--- src/cpu_defs.svh ---
`ifndef CPU_DEFS_SVH
`define CPU_DEFS_SVH

// datapath widths
`define CPU_DATA_W 16
`define CPU_BYTE_W 8
`define CPU_ADDR_W 16

// three bytes, opcode in the low byte
`define CPU_INST_W 24

// first fetch after reset
`define CPU_RESET_PC 16'h4000

// instruction lengths in bytes
`define CPU_ILEN_OP 1
`define CPU_ILEN_IMM8 2
`define CPU_ILEN_IMM16 3

`endif

--- src/cpu_pkg.sv ---
`include "cpu_defs.svh"

package cpu_pkg;

	typedef logic [`CPU_DATA_W-1:0] word_t;
	typedef logic [`CPU_BYTE_W-1:0] byte_t;
	typedef logic [`CPU_INST_W-1:0] inst_t;

	// bit 1 enables the high byte
	typedef logic [1:0] byte_en_t;

	// n z c, c in bit 0
	typedef logic [2:0] flags_t;

	typedef enum logic [7:0] {
		NOP         = 8'h00,
		LD_XL_IMMD  = 8'h10,
		ADD_XL_IMMD = 8'h11,
		SUB_XL_IMMD = 8'h12,
		AND_XL_IMMD = 8'h13,
		OR_XL_IMMD  = 8'h14,
		XOR_XL_IMMD = 8'h15,
		INC_XL      = 8'h16,
		LDW_Y_IMMD  = 8'h20,
		INCW_Y      = 8'h21,
		LD_XL_DIR   = 8'h30,
		LD_DIR_XL   = 8'h31,
		LDW_DIR_Y   = 8'h32,
		JP_IMMD     = 8'h40,
		JR_D        = 8'h41,
		JRZ_D       = 8'h42,
		JRNZ_D      = 8'h43,
		JRC_D       = 8'h44,
		TRAP        = 8'hff
	} opcode_t;

	typedef enum logic [3:0] {
		PASS,
		ADD,
		SUB,
		AND,
		OR,
		XOR,
		INC,
		PASSW,
		INCW
	} alu_op_t;

	typedef enum logic [0:0] {
		REG_X,
		REG_Y
	} reg_sel_t;

endpackage

--- src/regfile.sv ---
`timescale 1ns/1ps
`include "cpu_defs.svh"

module regfile
	import cpu_pkg::*;
(
	input logic clk,
	input reg_sel_t reg_sel,
	input word_t reg_wdata,
	input byte_en_t reg_wen,
	output word_t x,
	output word_t y
);
	word_t regs [2];

	assign x = regs[REG_X];
	assign y = regs[REG_Y];

	always_ff @(posedge clk)
	begin
		if (reg_wen[0])
			regs[reg_sel][`CPU_BYTE_W-1:0] <= reg_wdata[`CPU_BYTE_W-1:0];
		if (reg_wen[1])
			regs[reg_sel][`CPU_DATA_W-1:`CPU_BYTE_W] <= reg_wdata[`CPU_DATA_W-1:`CPU_BYTE_W];
	end

	// decoder enables stay defined on every edge
	assert property (@(posedge clk) !$isunknown(reg_wen))
	else
		$error("regfile write enable went unknown");

endmodule

--- src/alu.sv ---
`timescale 1ns/1ps
`include "cpu_defs.svh"

module alu
	import cpu_pkg::*;
(
	input alu_op_t alu_op,
	input word_t op_a,
	input word_t op_b,
	output word_t result,
	output logic c_out,
	output logic z_out,
	output logic n_out
);
	byte_t a8;
	byte_t b8;
	byte_t res8;
	word_t res16;
	logic carry;
	logic wide;

	assign a8 = op_a[`CPU_BYTE_W-1:0];
	assign b8 = op_b[`CPU_BYTE_W-1:0];

	always_comb
	begin
		wide = 1'b0;
		carry = 1'b0;
		res8 = a8;
		res16 = op_a;
		case (alu_op)
			ADD: {carry, res8} = {1'b0, a8} + {1'b0, b8};
			// a leading one makes carry read as "no borrow"
			SUB: {carry, res8} = {1'b1, a8} - {1'b0, b8};
			AND: res8 = a8 & b8;
			OR: res8 = a8 | b8;
			XOR: res8 = a8 ^ b8;
			INC: {carry, res8} = {1'b0, a8} + 1'b1;
			PASSW: wide = 1'b1;
			INCW:
			begin
				wide = 1'b1;
				{carry, res16} = {1'b0, op_a} + 1'b1;
			end
			default: res8 = a8;
		endcase
	end

	// 8-bit ops keep the high byte of op_a
	assign result = wide ? res16 : {op_a[`CPU_DATA_W-1:`CPU_BYTE_W], res8};
	assign c_out = carry;
	assign z_out = wide ? (res16 == '0) : (res8 == '0);
	assign n_out = wide ? res16[`CPU_DATA_W-1] : res8[`CPU_BYTE_W-1];

endmodule

--- src/fetch_unit.sv ---
`timescale 1ns/1ps
`include "cpu_defs.svh"

module fetch_unit
	import cpu_pkg::*;
(
	input logic clk,
	input logic reset,
	input inst_t iread_data,
	input flags_t next_flags,
	output word_t iread_addr,
	output word_t dread_addr,
	output inst_t inst
);
	word_t pc;
	word_t next_pc;
	word_t operand;
	word_t rel_target;
	word_t ilen;
	opcode_t fetch_op;
	logic taken;

	assign fetch_op = opcode_t'(iread_data[7:0]);
	assign operand = iread_data[`CPU_INST_W-1:8];

	// displacement is relative to the jr itself
	assign rel_target = pc + {{(`CPU_ADDR_W-`CPU_BYTE_W){iread_data[15]}}, iread_data[15:8]};

	// flags come from the instruction now executing
	always_comb
	begin
		case (fetch_op)
			JR_D: taken = 1'b1;
			JRZ_D: taken = next_flags[1];
			JRNZ_D: taken = !next_flags[1];
			JRC_D: taken = next_flags[0];
			default: taken = 1'b0;
		endcase
	end

	always_comb
	begin
		case (fetch_op)
			LD_XL_IMMD, ADD_XL_IMMD, SUB_XL_IMMD, AND_XL_IMMD, OR_XL_IMMD, XOR_XL_IMMD,
			JR_D, JRZ_D, JRNZ_D, JRC_D:
				ilen = `CPU_ILEN_IMM8;
			LDW_Y_IMMD, LD_XL_DIR, LD_DIR_XL, LDW_DIR_Y, JP_IMMD:
				ilen = `CPU_ILEN_IMM16;
			default:
				ilen = `CPU_ILEN_OP;
		endcase

		if (fetch_op == JP_IMMD)
			next_pc = operand;
		else if (taken)
			next_pc = rel_target;
		else
			next_pc = pc + ilen;
	end

	always_ff @(posedge clk)
	begin
		if (reset)
		begin
			pc <= `CPU_RESET_PC;
			inst <= inst_t'(NOP);
		end
		else
		begin
			pc <= next_pc;
			inst <= iread_data;
		end
	end

	assign iread_addr = pc;
	// synchronous data memory answers while the load executes
	assign dread_addr = (fetch_op == LD_XL_DIR) ? operand : '0;

	assert property (@(posedge clk) reset |=> iread_addr == `CPU_RESET_PC)
	else
		$error("fetch did not restart at the reset vector");

endmodule

--- src/exec_unit.sv ---
`timescale 1ns/1ps
`include "cpu_defs.svh"

module exec_unit
	import cpu_pkg::*;
(
	input logic clk,
	input logic reset,
	input inst_t inst,
	input word_t x,
	input word_t y,
	input word_t dread_data,
	input word_t result,
	input logic c_out,
	input logic z_out,
	input logic n_out,
	output alu_op_t alu_op,
	output word_t op_a,
	output word_t op_b,
	output reg_sel_t reg_sel,
	output word_t reg_wdata,
	output byte_en_t reg_wen,
	output flags_t next_flags,
	output word_t dwrite_addr,
	output word_t dwrite_data,
	output byte_en_t dwrite_en,
	output logic trap
);
	opcode_t opcode;
	word_t imm8;
	word_t imm16;
	flags_t flags;
	logic upd_flags;

	assign opcode = opcode_t'(inst[7:0]);
	assign imm8 = {{(`CPU_DATA_W-`CPU_BYTE_W){1'b0}}, inst[15:8]};
	assign imm16 = inst[`CPU_INST_W-1:8];

	always_comb
	begin
		alu_op = PASS;
		op_a = x;
		op_b = imm8;
		reg_sel = REG_X;
		reg_wen = 2'b00;
		dwrite_en = 2'b00;
		upd_flags = 1'b0;
		case (opcode)
			LD_XL_IMMD:
			begin
				op_a = imm8;
				reg_wen = 2'b01;
			end
			ADD_XL_IMMD, SUB_XL_IMMD, AND_XL_IMMD, OR_XL_IMMD, XOR_XL_IMMD:
			begin
				case (opcode)
					ADD_XL_IMMD: alu_op = ADD;
					SUB_XL_IMMD: alu_op = SUB;
					AND_XL_IMMD: alu_op = AND;
					OR_XL_IMMD: alu_op = OR;
					default: alu_op = XOR;
				endcase
				reg_wen = 2'b01;
				upd_flags = 1'b1;
			end
			INC_XL:
			begin
				alu_op = INC;
				reg_wen = 2'b01;
				upd_flags = 1'b1;
			end
			LDW_Y_IMMD:
			begin
				alu_op = PASSW;
				op_a = imm16;
				reg_sel = REG_Y;
				reg_wen = 2'b11;
			end
			INCW_Y:
			begin
				alu_op = INCW;
				op_a = y;
				reg_sel = REG_Y;
				reg_wen = 2'b11;
				upd_flags = 1'b1;
			end
			LD_XL_DIR:
			begin
				// read was issued while this word was fetched
				op_a = dread_data;
				reg_wen = 2'b01;
			end
			LD_DIR_XL:
				dwrite_en = 2'b01;
			LDW_DIR_Y:
			begin
				alu_op = PASSW;
				op_a = y;
				dwrite_en = 2'b11;
			end
			default:
			begin
				// nop, jumps, trap and unknown opcodes change nothing here
			end
		endcase

		// no stores while reset is high
		if (reset)
			dwrite_en = 2'b00;
	end

	assign reg_wdata = result;
	assign dwrite_addr = imm16;
	assign dwrite_data = result;
	assign trap = !reset && (opcode == TRAP);

	// fetch decides branches on these before the edge
	assign next_flags = upd_flags ? {n_out, z_out, c_out} : flags;

	always_ff @(posedge clk)
	begin
		if (reset)
			flags <= '0;
		else
			flags <= next_flags;
	end

	// inst is forced to nop by fetch during reset
	assert property (@(posedge clk) reset |=> dwrite_en == 2'b00)
	else
		$error("data write enabled during reset");

endmodule

--- src/cpu.sv ---
`timescale 1ns/1ps

module cpu
	import cpu_pkg::*;
(
	input logic clk,
	input logic reset,
	output word_t iread_addr,
	input inst_t iread_data,
	output word_t dread_addr,
	input word_t dread_data,
	output word_t dwrite_addr,
	output word_t dwrite_data,
	output byte_en_t dwrite_en,
	output logic trap
);
	inst_t inst;
	flags_t next_flags;
	word_t x;
	word_t y;
	reg_sel_t reg_sel;
	word_t reg_wdata;
	byte_en_t reg_wen;
	alu_op_t alu_op;
	word_t op_a;
	word_t op_b;
	word_t result;
	logic c_out;
	logic z_out;
	logic n_out;

	fetch_unit fetch_i (
		.clk(clk), .reset(reset), .iread_data(iread_data), .next_flags(next_flags),
		.iread_addr(iread_addr), .dread_addr(dread_addr), .inst(inst)
	);

	exec_unit exec_i (
		.clk(clk), .reset(reset), .inst(inst), .x(x), .y(y), .dread_data(dread_data),
		.result(result), .c_out(c_out), .z_out(z_out), .n_out(n_out),
		.alu_op(alu_op), .op_a(op_a), .op_b(op_b),
		.reg_sel(reg_sel), .reg_wdata(reg_wdata), .reg_wen(reg_wen), .next_flags(next_flags),
		.dwrite_addr(dwrite_addr), .dwrite_data(dwrite_data), .dwrite_en(dwrite_en),
		.trap(trap)
	);

	regfile regs_i (
		.clk(clk), .reg_sel(reg_sel), .reg_wdata(reg_wdata), .reg_wen(reg_wen), .x(x), .y(y)
	);

	alu alu_i (
		.alu_op(alu_op), .op_a(op_a), .op_b(op_b),
		.result(result), .c_out(c_out), .z_out(z_out), .n_out(n_out)
	);

endmodule

--- config.mk ---
export PLATFORM = sky130hd
export DESIGN_NAME = cpu
export DESIGN_NICKNAME = d
export VERILOG_FILES = /design/src/cpu_pkg.sv /design/src/regfile.sv /design/src/alu.sv /design/src/fetch_unit.sv /design/src/exec_unit.sv /design/src/cpu.sv
export VERILOG_INCLUDE_DIRS = /design/src
export SDC_FILE = /design/constraint.sdc
export NUM_CORES = 1
export LEC_CHECK = 0
export BUFFER_PORTS_ARGS = -buffer_cell sky130_fd_sc_hd__buf_2
export CAP_MARGIN = 20
export CORE_MARGIN = 2
export CORE_UTILIZATION = 40
export CTS_BUF_LIST = sky130_fd_sc_hd__clkbuf_16
export DETAILED_ROUTE_END_ITERATION = 8
export GPL_TIMING_DRIVEN = 0
export PLACE_DENSITY_LB_ADDON = 0.15
export SETUP_SLACK_MARGIN = 0.2
export SYNTH_ARGS = -nofsm -noshare
export SYNTH_HDL_FRONTEND = slang
export SYNTH_HIERARCHICAL = 1
export SYNTH_SLANG_ARGS = --single-unit
export TNS_END_PERCENT = 10
--- constraint.sdc ---
create_clock -name clk -period 12.75 [get_ports clk]
set_clock_uncertainty 0.15 [all_clocks]
set_input_delay 0 -clock clk [delete_from_list [all_inputs] [get_ports clk]]
set_output_delay 0 -clock clk [all_outputs]
set_load 0.01 [all_outputs]
---- Word level (Yosys, flattened, before mapping) ----
Memory sizes are Yosys's and may differ from the RTL's.
Cells that the tools add are included.
word-level totals
  flip-flop bits (word level) ............. 42
  bits in writable memories ............... 32
  input port bits ......................... 42
  output and inout port bits .............. 67
  logic and storage cells ................. 87
  memories ................................ 1
cells by class
  $add $sub $neg .......................... 6
  equal/unequal tests ..................... 36
  multiplexer cells ....................... 24
  bitwise gates (word level) .............. 3
  reductions and logical operators ........ 14
memory list
  memory       depth  width  rd ports  clocked after memory_dff  write ports  RTL line       RTL
  regs_i.regs  2      16     2         0                         1            regfile.sv:14  word_t regs [2];
operator list
  cell                                                              number
  8-bit by 5-bit == test with 1-bit output (second input constant)  13
  16-bit two-way mux                                                5
  8-bit by 6-bit == test with 1-bit output (second input constant)  9
  16-bit case mux with 4 select lines                               1
  8-bit case mux with 6 select lines                                1
  8-bit by 7-bit == test with 1-bit output (second input constant)  5
  16-bit by 1-bit adder with 17-bit output (second input constant)  1
  16-bit adder                                                      1
  16-bit by 2-bit adder with 16-bit output                          1
  4-bit by 3-bit == test with 1-bit output (second input constant)  4
  16-bit zero test                                                  1
  4-bit case mux with 4 select lines                                1
  2-bit case mux with 2 select lines                                3
  3-bit case mux with 4 select lines                                1
  10-bit OR reduction                                               1
  5-bit OR reduction                                                2
  8-bit by 1-bit adder with 9-bit output (second input constant)    1
  8-bit by 8-bit adder with 9-bit output                            1
  9-bit by 8-bit subtractor with 9-bit output                       1
  8-bit AND                                                         1
  4-bit by 2-bit == test with 1-bit output (second input constant)  2
  8-bit == test (second input constant)                             1
  8-bit zero test                                                   1
  1-bit two-way mux                                                 8
  11 further kinds                                                  17

---- Longest topological paths before layout ----
Gate-level depths: netlist of the first run.
  depth in word-level cells ............... 12
  mapped depth ............................ 33
  gate-level depth less buffers ........... 29

---- Cells and area by module ----
Netlist of the first run, hierarchy kept.
by module, submodules not included
  module      instances  cells each  area an instance (um^2)  sequential area each (um^2)
  fetch_unit  1          254         2229.6                   800.8
  alu         1          316         2117.0                   0.0
  exec_unit   1          178         1332.5                   60.1
  regfile     1          36          985.9                    960.9

---- Worst setup path after synthesis of the first run ----
Ideal clock, no wire load.
  path type ............................... register -> register
  start ................................... register fetch_i.inst[4]
  end ..................................... register fetch_i.pc[12] (netlist: fetch_i/iread_addr[12])
  setup time .............................. 0.122 ns
  data arrival time ....................... 6.341 ns
  required time ........................... 12.478 ns
  setup slack ............................. 6.137 ns
  cell stages (with the launch flop) ...... 33
  buffers on the path ..................... 5
  period minus slack after synthesis ...... 6.613 ns
  cell sequence ........................... dfxtp_1 > buf_2 > nor4b_2 > and3b_1 > buf_2 > a32o_2 > buf_6 > a221o_1 > clkbuf_1 > inv_1 > ha_1 > clkbuf_1 > o21a_1 > a2111oi_0 > or4_1 > a21oi_1 > o32a_1 > nand4b_1 > o22ai_2 > mux2_2 > nand2_1 > a211o_4 > and2_1 > nand2_1 > nand2_1 > ha_1 > fa_1 > a211oi_1 > nor2_1 > a41o_1 > o21ai_1 > nor4_1 > a221o_1
on the way
  longest elaborated chain between the ends .. 12
  elaborated cells between the ends (all ways) .. 47
  those cells by class .................... add/sub: 4; eq/ne: 19; mux: 13; bitwise: 3; reduce/logical: 8
RTL lines
  element                                                                          RTL line          RTL
  start, declared                                                                  fetch_unit.sv:13  output inst_t inst
  start signal, assigned                                                           fetch_unit.sv:66  inst <= inst_t'(NOP);
  start signal, assigned                                                           fetch_unit.sv:71  inst <= iread_data;
  8-bit by 6-bit == test with 1-bit output                                         exec_unit.sv:48   case (opcode)
  2-bit OR reduction (no source line)                                              n/a
  16-bit case mux with 4 select lines *                                            exec_unit.sv:48
  named net op_a[2]                                                                cpu.sv:25         word_t op_a;
  16-bit by 1-bit adder with 17-bit output (tied with other cells)                 alu.sv:43         {carry, res16} = {1'b0, op_a} + 1'b1;
  16-bit two-way mux / 8-bit case mux with 6 select lines (equally long branches)  alu.sv:31         case (alu_op)
  16-bit zero test / 8-bit zero test (equally long branches)                       alu.sv:52         assign z_out = wide ? (res16 == '0) : (res8 == '0);
  1-bit two-way mux *                                                              alu.sv:52
  named net z_out                                                                  cpu.sv:29         logic z_out;
  2-bit two-way mux *                                                              exec_unit.sv:118  assign next_flags = upd_flags ? {n_out, z_out, c_out} : flags;
  named net next_flags[1]                                                          cpu.sv:18         flags_t next_flags;
  1-bit zero test                                                                  fetch_unit.sv:35  JRNZ_D: taken = !next_flags[1];
  1-bit case mux with 4 select lines *                                             fetch_unit.sv:32  case (fetch_op)
  16-bit two-way mux *                                                             fetch_unit.sv:55  else if (taken)
  16-bit two-way mux *                                                             fetch_unit.sv:53  if (fetch_op == JP_IMMD)
  end signal, assigned                                                             fetch_unit.sv:65  pc <= `CPU_RESET_PC;
  end signal, assigned                                                             fetch_unit.sv:70  pc <= next_pc;
  end, declared                                                                    fetch_unit.sv:15  word_t pc;
The timed path passes the listed nets; every way through them passes the cells marked *.
A chain may end at the register's enable or synchronous reset.

---- Worst setup path in the final report of the first run ----
  start ................................... register fetch_i.inst[1]
  end ..................................... register fetch_i.pc[12] (netlist: fetch_i/iread_addr[12])
The elaborated chain is that of the path after synthesis.

==> flow_metrics.py, run 1 <==
metrics = {
    "run_status": {
        "status": "finished, final reports clean",
    },
    "power_and_ir_drop": {
        "p_switching_w": 0.000230,
        "p_seq_share_pct": 36.9,
        "p_leak_nw": 3.38,
        "ir_drop_v": 0.0000579,
        "swShare_pct": 31.6,
        "clkPwrFrac_pct": 35.8,
        "intPower_w": 0.000497,
        "cellPowerDensity_mw_per_mm2": 91.9,
        "combinationalPowerShare_pct": 27.3,
    },
    "finish": {
        "final_cell_mix": "buf_2, nor2_1, buf_4",
        "area_growth_pct": 20.9,
        "layout.cells.most_common": "buf_2",
        "final_cells": 1136,
        "drive_above_1_share_pct": 24.4,
        "fin_nets": 998,
    },
    "setup_path": {
        "worst-path-stages": 30,
        "ff2ff_path_depth": 30,
        "cpLargestDelayFamily": "compound AO/OA/AOI/OAI gates",
        "r2r_setup_slack_ns": 4.58,
        "required_ns": 12.83,
        "crit_type": "register to register",
        "crit_fanout": 10,
        "r2r_end": "fetch_i/iread_addr[12]",
        "end_kind": "register",
        "slowest_delay_ns": 0.62,
        "startpoint_type": "register",
        "cp_num_buf_inv": 5,
        "reg2reg_from": "fetch_i/inst[1]",
        "worstPathArrival_ns": 8.25,
        "cp_slowest_cell": "a2111oi_0",
    },
    "cts": {
        "cts_setup_buffers": 0,
        "cts_made_buffers": 9,
        "holdBufCountCts": 25,
        "post_cts_resized": 0,
        "clkTransAtPathRegs_ns": 0.06,
        "cts_sinks": 74,
        "cts-root-buf": "clkbuf_16",
        "clkLatencyLatePin_ns": 0.35,
        "max-clock-path-buffers": 2,
        "htree_levels": 3,
        "cts_tree": "done",
    },
    "die": {
        "core-area_mm2": 0.0159,
        "fp.dieArea_mm2": 0.0174,
        "die_h_um": 132,
        "num_rows": 46,
        "ios": 109,
        "die_w_um": 132,
        "start_util_pct": 41.0,
    },
    "placement": {
        "numPlacedInstances": 1093,
        "portBuffers": 108,
        "dpl.hpwl_um": 15700,
        "gp_congestion": 0.875,
        "detailedPlace.worstSlack_ns": 4.69,
    },
    "sta": {
        "setup_ws_ns": 4.58,
        "worst_slew_pin_slew_ns": 0.982,
        "max-slew-margin-rel_pct": 33.6,
        "max_clock_freq_mhz": 122,
        "finalMaxSlewViolations": 0,
        "period_share_pct": 64.0,
        "holdWs_ns": 0.306,
        "hold_viol_final": 0,
        "period_needed_ns": 8.17,
        "rsz0062_at_grt": "false",
        "setup_tns_ns": 0,
        "setup_viol": 0,
    },
    "global_route": {
        "grt-ovfl-total": 0,
        "grt_pass1_wl_um": 31700,
        "antenna_found_initial": 3,
        "track_usage_pct": 22.8,
        "grt_pass1_vias": 6014,
        "grt_max_degree": 16,
    },
    "synthesis": {
        "synthCells": 769,
        "avgSynthCellArea_um2": 8.50,
        "ys_warn_count": 6,
        "synth_nets": 854,
        "syn_area_mm2": 0.00654,
    },
    "min_path": {
        "min_to": "fetch_i/inst[11]",
        "hp-start": "iread_data[11]",
        "holdPathStages": 3,
        "hold_class": "primary input to register",
    },
    "drt": {
        "dr.pass1.iters": 4,
        "routed_wl_um": 20300,
        "antenna_left": 0,
        "top_layer": "met5",
        "remaining_drc_errors": 0,
        "wl_per_cell_um": 17.8,
        "wl_met1_um": 9310,
        "vias": 6266,
        "vias_per_cell": 5.52,
        "dr_wl_met3_um": 1120,
        "wl_met2_um": 9360,
        "drt_iter0_drc": 400,
    },
    "job": {
        "maxCapViolations": 0,
    },
}
==> sequential cells by signal, summed over array words and instances (netlist names) <==
signal / flops
regs_i/regs: 32
fetch_i/inst: 24
fetch_i/iread_addr: 16
exec_i/flags: 2
==> final cells by class <==
class	count	area, um^2
antenna	2	5.00
tap	216	270
timing repair buffer	133	791
fill	1577	8040
sequential	74	1800
inverter	30	113
multi-input combinational	567	4010
clock buffer	10	250
buffer	98	609
clock inverter	6	52.6
==> worst min-delay path, stage by stage <==
cell and delay (ns):
dlygate4sd3_1 0.52, buf_2 0.13, nor2b_1 0.12
==> how the worst max path moves through the flow <==
stage                         start  slack (ns)                      to
detailed placement  fetch_i/inst[1]        4.69  fetch_i/iread_addr[12]
global placement    fetch_i/inst[1]        4.70  fetch_i/iread_addr[12]
CTS                 fetch_i/inst[1]        4.63  fetch_i/iread_addr[12]
global route        fetch_i/inst[1]        4.02   fetch_i/iread_addr[8]
finish              fetch_i/inst[1]        4.58  fetch_i/iread_addr[12]
floorplan           fetch_i/inst[4]        6.15  fetch_i/iread_addr[12]
==> power groups by stage <==
stage	clock, W	combinational (W)	sequential (W)
3_3_place_gp	0	0.000190	0.000273
2_1_floorplan	0	0.000133	0.000272
3_5_place_dp	0	0.000191	0.000273
4_1_cts	0.000265	0.000198	0.000268
6_report	0.000260	0.000198	0.000268
5_1_grt	0.000275	0.000218	0.000269
==> through the flow <==
step	power [W]	instance area, um^2	util, %
3_3_place_gp	0.000463	7350	46.1
3_5_place_dp	0.000464	7350	46.1
4_1_cts	0.000731	7900	49.6
5_1_grt	0.000762	7900	49.6
2_1_floorplan	0.000405	6540	-
6_report	0.000727	7910	49.6
==> metal layers <==
layer | vias to the layer above | GRT usage (%)
li1 | 3071 | -
met1 | 2964 | 30.3
met2 | 197 | 38.1
met3 | 32 | 4.15
met4 | 2 | 6.46
met5 | - | 0
No activity file was read; power rests on OpenSTA's default activity.
==> inputs of run 2 (changes only) <==
--- a/config.mk
+++ b/config.mk
@@ -6,6 +6,7 @@
 export SDC_FILE = /design/constraint.sdc
 export NUM_CORES = 1
 export LEC_CHECK = 0
+export ABC_AREA = 1
 export BUFFER_PORTS_ARGS = -buffer_cell sky130_fd_sc_hd__buf_2
 export CAP_MARGIN = 20
 export CORE_MARGIN = 2
==> constraint.sdc (replaced) <==
create_clock -name clk -period 7 [get_ports clk]
set_clock_uncertainty 0.15 [all_clocks]
set_input_delay 0 -clock clk [delete_from_list [all_inputs] [get_ports clk]]
set_output_delay 0 -clock clk [all_outputs]
set_load 0.01 [all_outputs]
==> flow_metrics.py, run 2 <==
metrics = {
    "run_status": {
        "status": "finished, final reports clean",
    },
    "global_route": {
        "grt_pass1_wl_um": 30900,
        "grt-ovfl-total": 0,
        "grt_pass1_vias": 6478,
        "grt_max_degree": 13,
        "antenna_found_initial": 0,
        "track_usage_pct": 21.3,
    },
    "setup_path": {
        "crit_type": "register to register",
        "slowest_delay_ns": 0.48,
        "reg2reg_from": "fetch_i/inst[0]",
        "crit_fanout": 10,
        "r2r_setup_slack_ns": 0.94,
        "required_ns": 7.07,
        "r2r_end": "fetch_i/iread_addr[12]",
        "worstPathArrival_ns": 6.14,
        "end_kind": "register",
        "worst-path-stages": 41,
        "path_common_cell": "nand2_1",
        "cp_num_buf_inv": 8,
        "startpoint_type": "register",
        "ff2ff_path_depth": 41,
        "cpLargestDelayFamily": "simple AND/OR/NAND/NOR gates",
        "cp_slowest_cell": "fa_1",
    },
    "cts": {
        "holdBufCountCts": 25,
        "clkLatencyLatePin_ns": 0.33,
        "cts_tree": "done",
        "htree_levels": 3,
        "post_cts_resized": 0,
        "cts-root-buf": "clkbuf_16",
        "cts_setup_buffers": 0,
        "max-clock-path-buffers": 2,
        "clkTransAtPathRegs_ns": 0.06,
        "cts_sinks": 74,
        "cts_made_buffers": 9,
    },
    "drt": {
        "antenna_left": 0,
        "vias_per_cell": 4.73,
        "drt_iter0_drc": 374,
        "routed_wl_um": 19100,
        "wl_per_cell_um": 13.5,
        "dr.pass1.iters": 5,
        "vias": 6693,
        "remaining_drc_errors": 0,
    },
    "die": {
        "core-area_mm2": 0.0167,
        "start_util_pct": 41.1,
        "die_w_um": 135,
        "num_rows": 47,
        "ios": 109,
        "die_h_um": 135,
        "fp.dieArea_mm2": 0.0182,
    },
    "min_path": {
        "hp-start": "dread_data[15]",
        "hold_class": "primary input to register",
        "holdPathStages": 6,
        "min_to": "regs_i/regs[1][15]",
    },
    "finish": {
        "final_cells": 1414,
        "multiInputGateArea_mm2": 0.00393,
        "antenna_cells": 0,
        "final_cell_mix": "nand2_1, inv_1, nor2_1",
        "largest_reg_flops": 32,
        "drive_above_1_share_pct": 23.3,
        "nFillCells": 1740,
        "fin_nets": 1274,
        "layout.cells.most_common": "nand2_1",
        "largest-register": "regs_i/regs",
        "area_growth_pct": 19.7,
        "regArea_mm2": 0.00180,
    },
    "synthesis": {
        "synthCells": 1045,
        "synth_nets": 1130,
        "avgSynthCellArea_um2": 6.57,
        "syn_area_mm2": 0.00686,
        "ys_warn_count": 6,
    },
    "job": {
        "maxCapViolations": 0,
    },
    "sta": {
        "setup_viol": 0,
        "max_clock_freq_mhz": 165,
        "period_needed_ns": 6.06,
        "period_share_pct": 86.6,
        "worst_slew_pin_slew_ns": 0.929,
        "setup_tns_ns": 0,
        "rsz0062_at_grt": "false",
        "max-slew-margin-rel_pct": 37.4,
        "finalMaxSlewViolations": 0,
        "hold_viol_final": 0,
    },
    "placement": {
        "portBuffers": 108,
        "gp_congestion": 0.886,
        "numPlacedInstances": 1373,
        "dpl.hpwl_um": 15600,
    },
    "power_and_ir_drop": {
        "cellPowerDensity_mw_per_mm2": 156,
        "ir_drop_v": 0.0000992,
        "finalPower_w": 0.00128,
        "p_leak_nw": 4.58,
    },
}
-- run 2: where the power goes --
| part | internal (W) | leakage, nW | switching [W] | total, W |
|---|---|---|---|---|
| Sequential | 0.000472 | 0.637 | 0.0000108 | 0.000483 |
| Combinational | 0.000143 | 3.80 | 0.000216 | 0.000359 |
| Clock | 0.000272 | 0.144 | 0.000168 | 0.000440 |
-- run 2: stage by stage --
stage	worst slack (ns)	hold slack [ns]	instance area (um^2)	utilization, %
floorplan	2.05	-0.106	6860	-
global placement	0.974	0.0944	7680	46.0
detailed placement	0.948	0.0960	7680	46.0
CTS	0.933	0.204	8220	49.2
global route	0.216	0.249	8220	49.2
finish	0.936	0.213	8220	49.2
-- run 2: final cells by class --
type	count	share of cell area [%]
inverter	158	7.31
sequential	74	21.9
tap	220	3.35
clock buffer	9	2.74
clock inverter	7	0.761
buffer	71	6.50
timing repair buffer	133	9.63
multi-input combinational	742	47.8
-- run 2: tightest hold or removal path: stages --
cell and delay (ns):
buf_2 0.09, a21oi_1 0.06, nand2_1 0.09, xor2_1 0.09
inv_1 0.12, buf_4 0.13
-- run 2: worst max path at each step --
| stage | end | start |
|---|---|---|
| 2_1_floorplan | fetch_i/iread_addr[8] | fetch_i/inst[4] |
| 3_3_place_gp | fetch_i/iread_addr[12] | fetch_i/inst[0] |
| 3_5_place_dp | fetch_i/iread_addr[12] | fetch_i/inst[0] |
| 4_1_cts | fetch_i/iread_addr[12] | fetch_i/inst[4] |
| 5_1_grt | fetch_i/iread_addr[12] | fetch_i/inst[0] |
| 6_report | fetch_i/iread_addr[12] | fetch_i/inst[0] |
-- run 2: per-layer routing --
layer | up-vias | track usage, % | share of wire, %
li1 | 3525 | - | -
met1 | 3013 | 27.2 | 46
met2 | 138 | 38.7 | 49
met3 | 17 | 2.06 | 3.5
met4 | 0 | 5.44 | 1.4
met5 | - | 0 | 0
==> inputs of run 3 (changes only) <==
--- a/config.mk
+++ b/config.mk
@@ -7,11 +7,11 @@
 export NUM_CORES = 1
 export LEC_CHECK = 0
 export ABC_AREA = 1
+export ABC_CLOCK_PERIOD_IN_PS = 5890
 export BUFFER_PORTS_ARGS = -buffer_cell sky130_fd_sc_hd__buf_2
 export CAP_MARGIN = 20
 export CORE_MARGIN = 2
 export CORE_UTILIZATION = 40
-export CTS_BUF_LIST = sky130_fd_sc_hd__clkbuf_16
 export DETAILED_ROUTE_END_ITERATION = 8
 export GPL_TIMING_DRIVEN = 0
 export PLACE_DENSITY_LB_ADDON = 0.15
==> constraint.sdc (replaced) <==
create_clock -name clk -period 5.89 [get_ports clk]
set_clock_uncertainty 0.15 [all_clocks]
set_input_delay 0 -clock clk [delete_from_list [all_inputs] [get_ports clk]]
set_output_delay 0 -clock clk [all_outputs]
set_load 0.01 [all_outputs]
==> flow_metrics.py, run 3 (same netlist as run 2, synthesis figures left out) <==
metrics = {
    "sta": {
        "hold_viol_final": 0,
        "max-slew-margin-rel_pct": 43.6,
        "finalMaxSlewViolations": 0,
        "rsz0062_at_grt": "true",
        "max_clock_freq_mhz": 185,
        "worst_slew_pin_slew_ns": 0.843,
        "setup_viol": 0,
        "period_needed_ns": 5.41,
        "period_share_pct": 91.8,
    },
    "drt": {
        "vias_per_cell": 4.75,
        "routed_wl_um": 19800,
        "wl_per_cell_um": 13.7,
        "antenna_left": 0,
        "dr.pass1.iters": 5,
        "vias": 6865,
        "remaining_drc_errors": 0,
        "drt_iter0_drc": 319,
    },
    "global_route": {
        "track_usage_pct": 21.5,
        "grt-ovfl-total": 0,
        "antenna_found_initial": 0,
        "grt_pass1_vias": 6542,
        "grt_max_degree": 13,
        "grt_pass1_wl_um": 31100,
    },
    "job": {
        "maxCapViolations": 0,
    },
    "die": {
        "ios": 109,
        "start_util_pct": 41.1,
        "die_w_um": 135,
        "core-area_mm2": 0.0167,
        "die_h_um": 135,
        "num_rows": 47,
        "fp.dieArea_mm2": 0.0182,
    },
    "setup_path": {
        "worstPathArrival_ns": 5.48,
        "ff2ff_path_depth": 42,
        "cp_slowest_cell": "fa_2",
        "required_ns": 5.96,
        "slowest_delay_ns": 0.42,
        "startpoint_type": "register",
        "crit_type": "register to register",
        "end_kind": "register",
        "path_common_cell": "nand2_1",
        "crit_fanout": 10,
    },
    "placement": {
        "gp_congestion": 0.886,
        "dpl_cell_area_mm2": 0.00768,
        "portBuffers": 108,
        "dpl.hpwl_um": 15600,
    },
    "cts": {
        "cts-root-buf": "clkbuf_16",
        "max-clock-path-buffers": 2,
        "htree_levels": 3,
        "cts_sinks": 74,
        "clkTransAtPathRegs_ns": 0.06,
        "clkLatencyLatePin_ns": 0.33,
        "cts_made_buffers": 9,
        "cts_tree": "done",
    },
    "power_and_ir_drop": {
        "p_leak_nw": 4.73,
        "ir_drop_v": 0.000118,
        "cellPowerDensity_mw_per_mm2": 180,
        "finalPower_w": 0.00157,
    },
    "finish": {
        "final_cell_mix": "nand2_1, nor2_1, inv_1",
        "layout.cells.most_common": "nand2_1",
        "drive_above_1_share_pct": 29.8,
        "area_growth_pct": 26.9,
        "final_util_pct": 52.2,
        "largest_reg_flops": 32,
        "fin_nets": 1306,
        "largest-register": "regs_i/regs",
        "design_area_mm2": 0.00871,
        "antenna_cells": 0,
    },
    "run_status": {
        "status": "finished, final reports clean",
    },
    "min_path": {
        "holdPathStages": 6,
        "hold_class": "primary input to register",
    },
}
-- run 3: area by class of cell --
type | count | area [um^2]
Multi-Input combinational cell | 742 | 4130
Sequential cell | 74 | 1820
Buffer | 71 | 549
Tap cell | 220 | 275
Timing Repair Buffer | 165 | 1040
Clock inverter | 5 | 55.1
Fill cell | 1689 | 7990
Clock buffer | 11 | 233
Inverter | 158 | 608
-- run 3: worst paths after layout --
check | startpoint | to | slack [ns]
min reg2reg | exec_i/flags[0] | exec_i/flags[0] | 0.39
max reg2reg | fetch_i/inst[0] | fetch_i/iread_addr[12] | 0.48
max | fetch_i/inst[0] | fetch_i/iread_addr[12] | 0.48
min | dread_data[15] | regs_i/regs[1][15] | 0.21
-- run 3: routing by layer --
| layer | up-vias | global-route usage, % | wire length, um |
|---|---|---|---|
| met2 | 150 | 39.2 | 9920 |
| met5 | - | 0 | 0 |
| met1 | 3101 | 27.2 | 8850 |
| met3 | 15 | 2.10 | 754 |
| li1 | 3599 | - | - |
| met4 | 0 | 5.38 | 242 |
-- run 3: timing repair --
item,in CTS,in global routing
endpoints found under the setup margin,10,15
resized for setup,13,71
hold buffers,25,0
pin swaps,5,23
hold endpoints to repair,41,0
buffers inserted,9,23
-- run 3: stage by stage --
step | instances | setup TNS [ns] | setup slack (ns) | hold WS (ns)
floorplan | 1045 | 0 | 0.938 | -0.106
global placement | 1373 | -0.275 | -0.136 | 0.0944
detailed placement | 1373 | -0.316 | -0.162 | 0.0960
CTS | 1423 | 0 | 0.217 | 0.204
global route | 1446 | 0 | 0.103 | 0.249
finish | 1446 | 0 | 0.483 | 0.214
-- run 3: report_power, final --
part / internal (W) / switching (W)
Sequential: 0.000561 / 0.0000130
Combinational: 0.000197 / 0.000273
Clock: 0.000326 / 0.000201
-- run 3: critical path, delay by kind of cell (launching register included) --
kind	cells	cell delay, ns
simple gates	25	2.32
compound gates	5	0.57
flops	1	0.39
buf+inv	8	0.64
fa+ha+maj	4	1.21
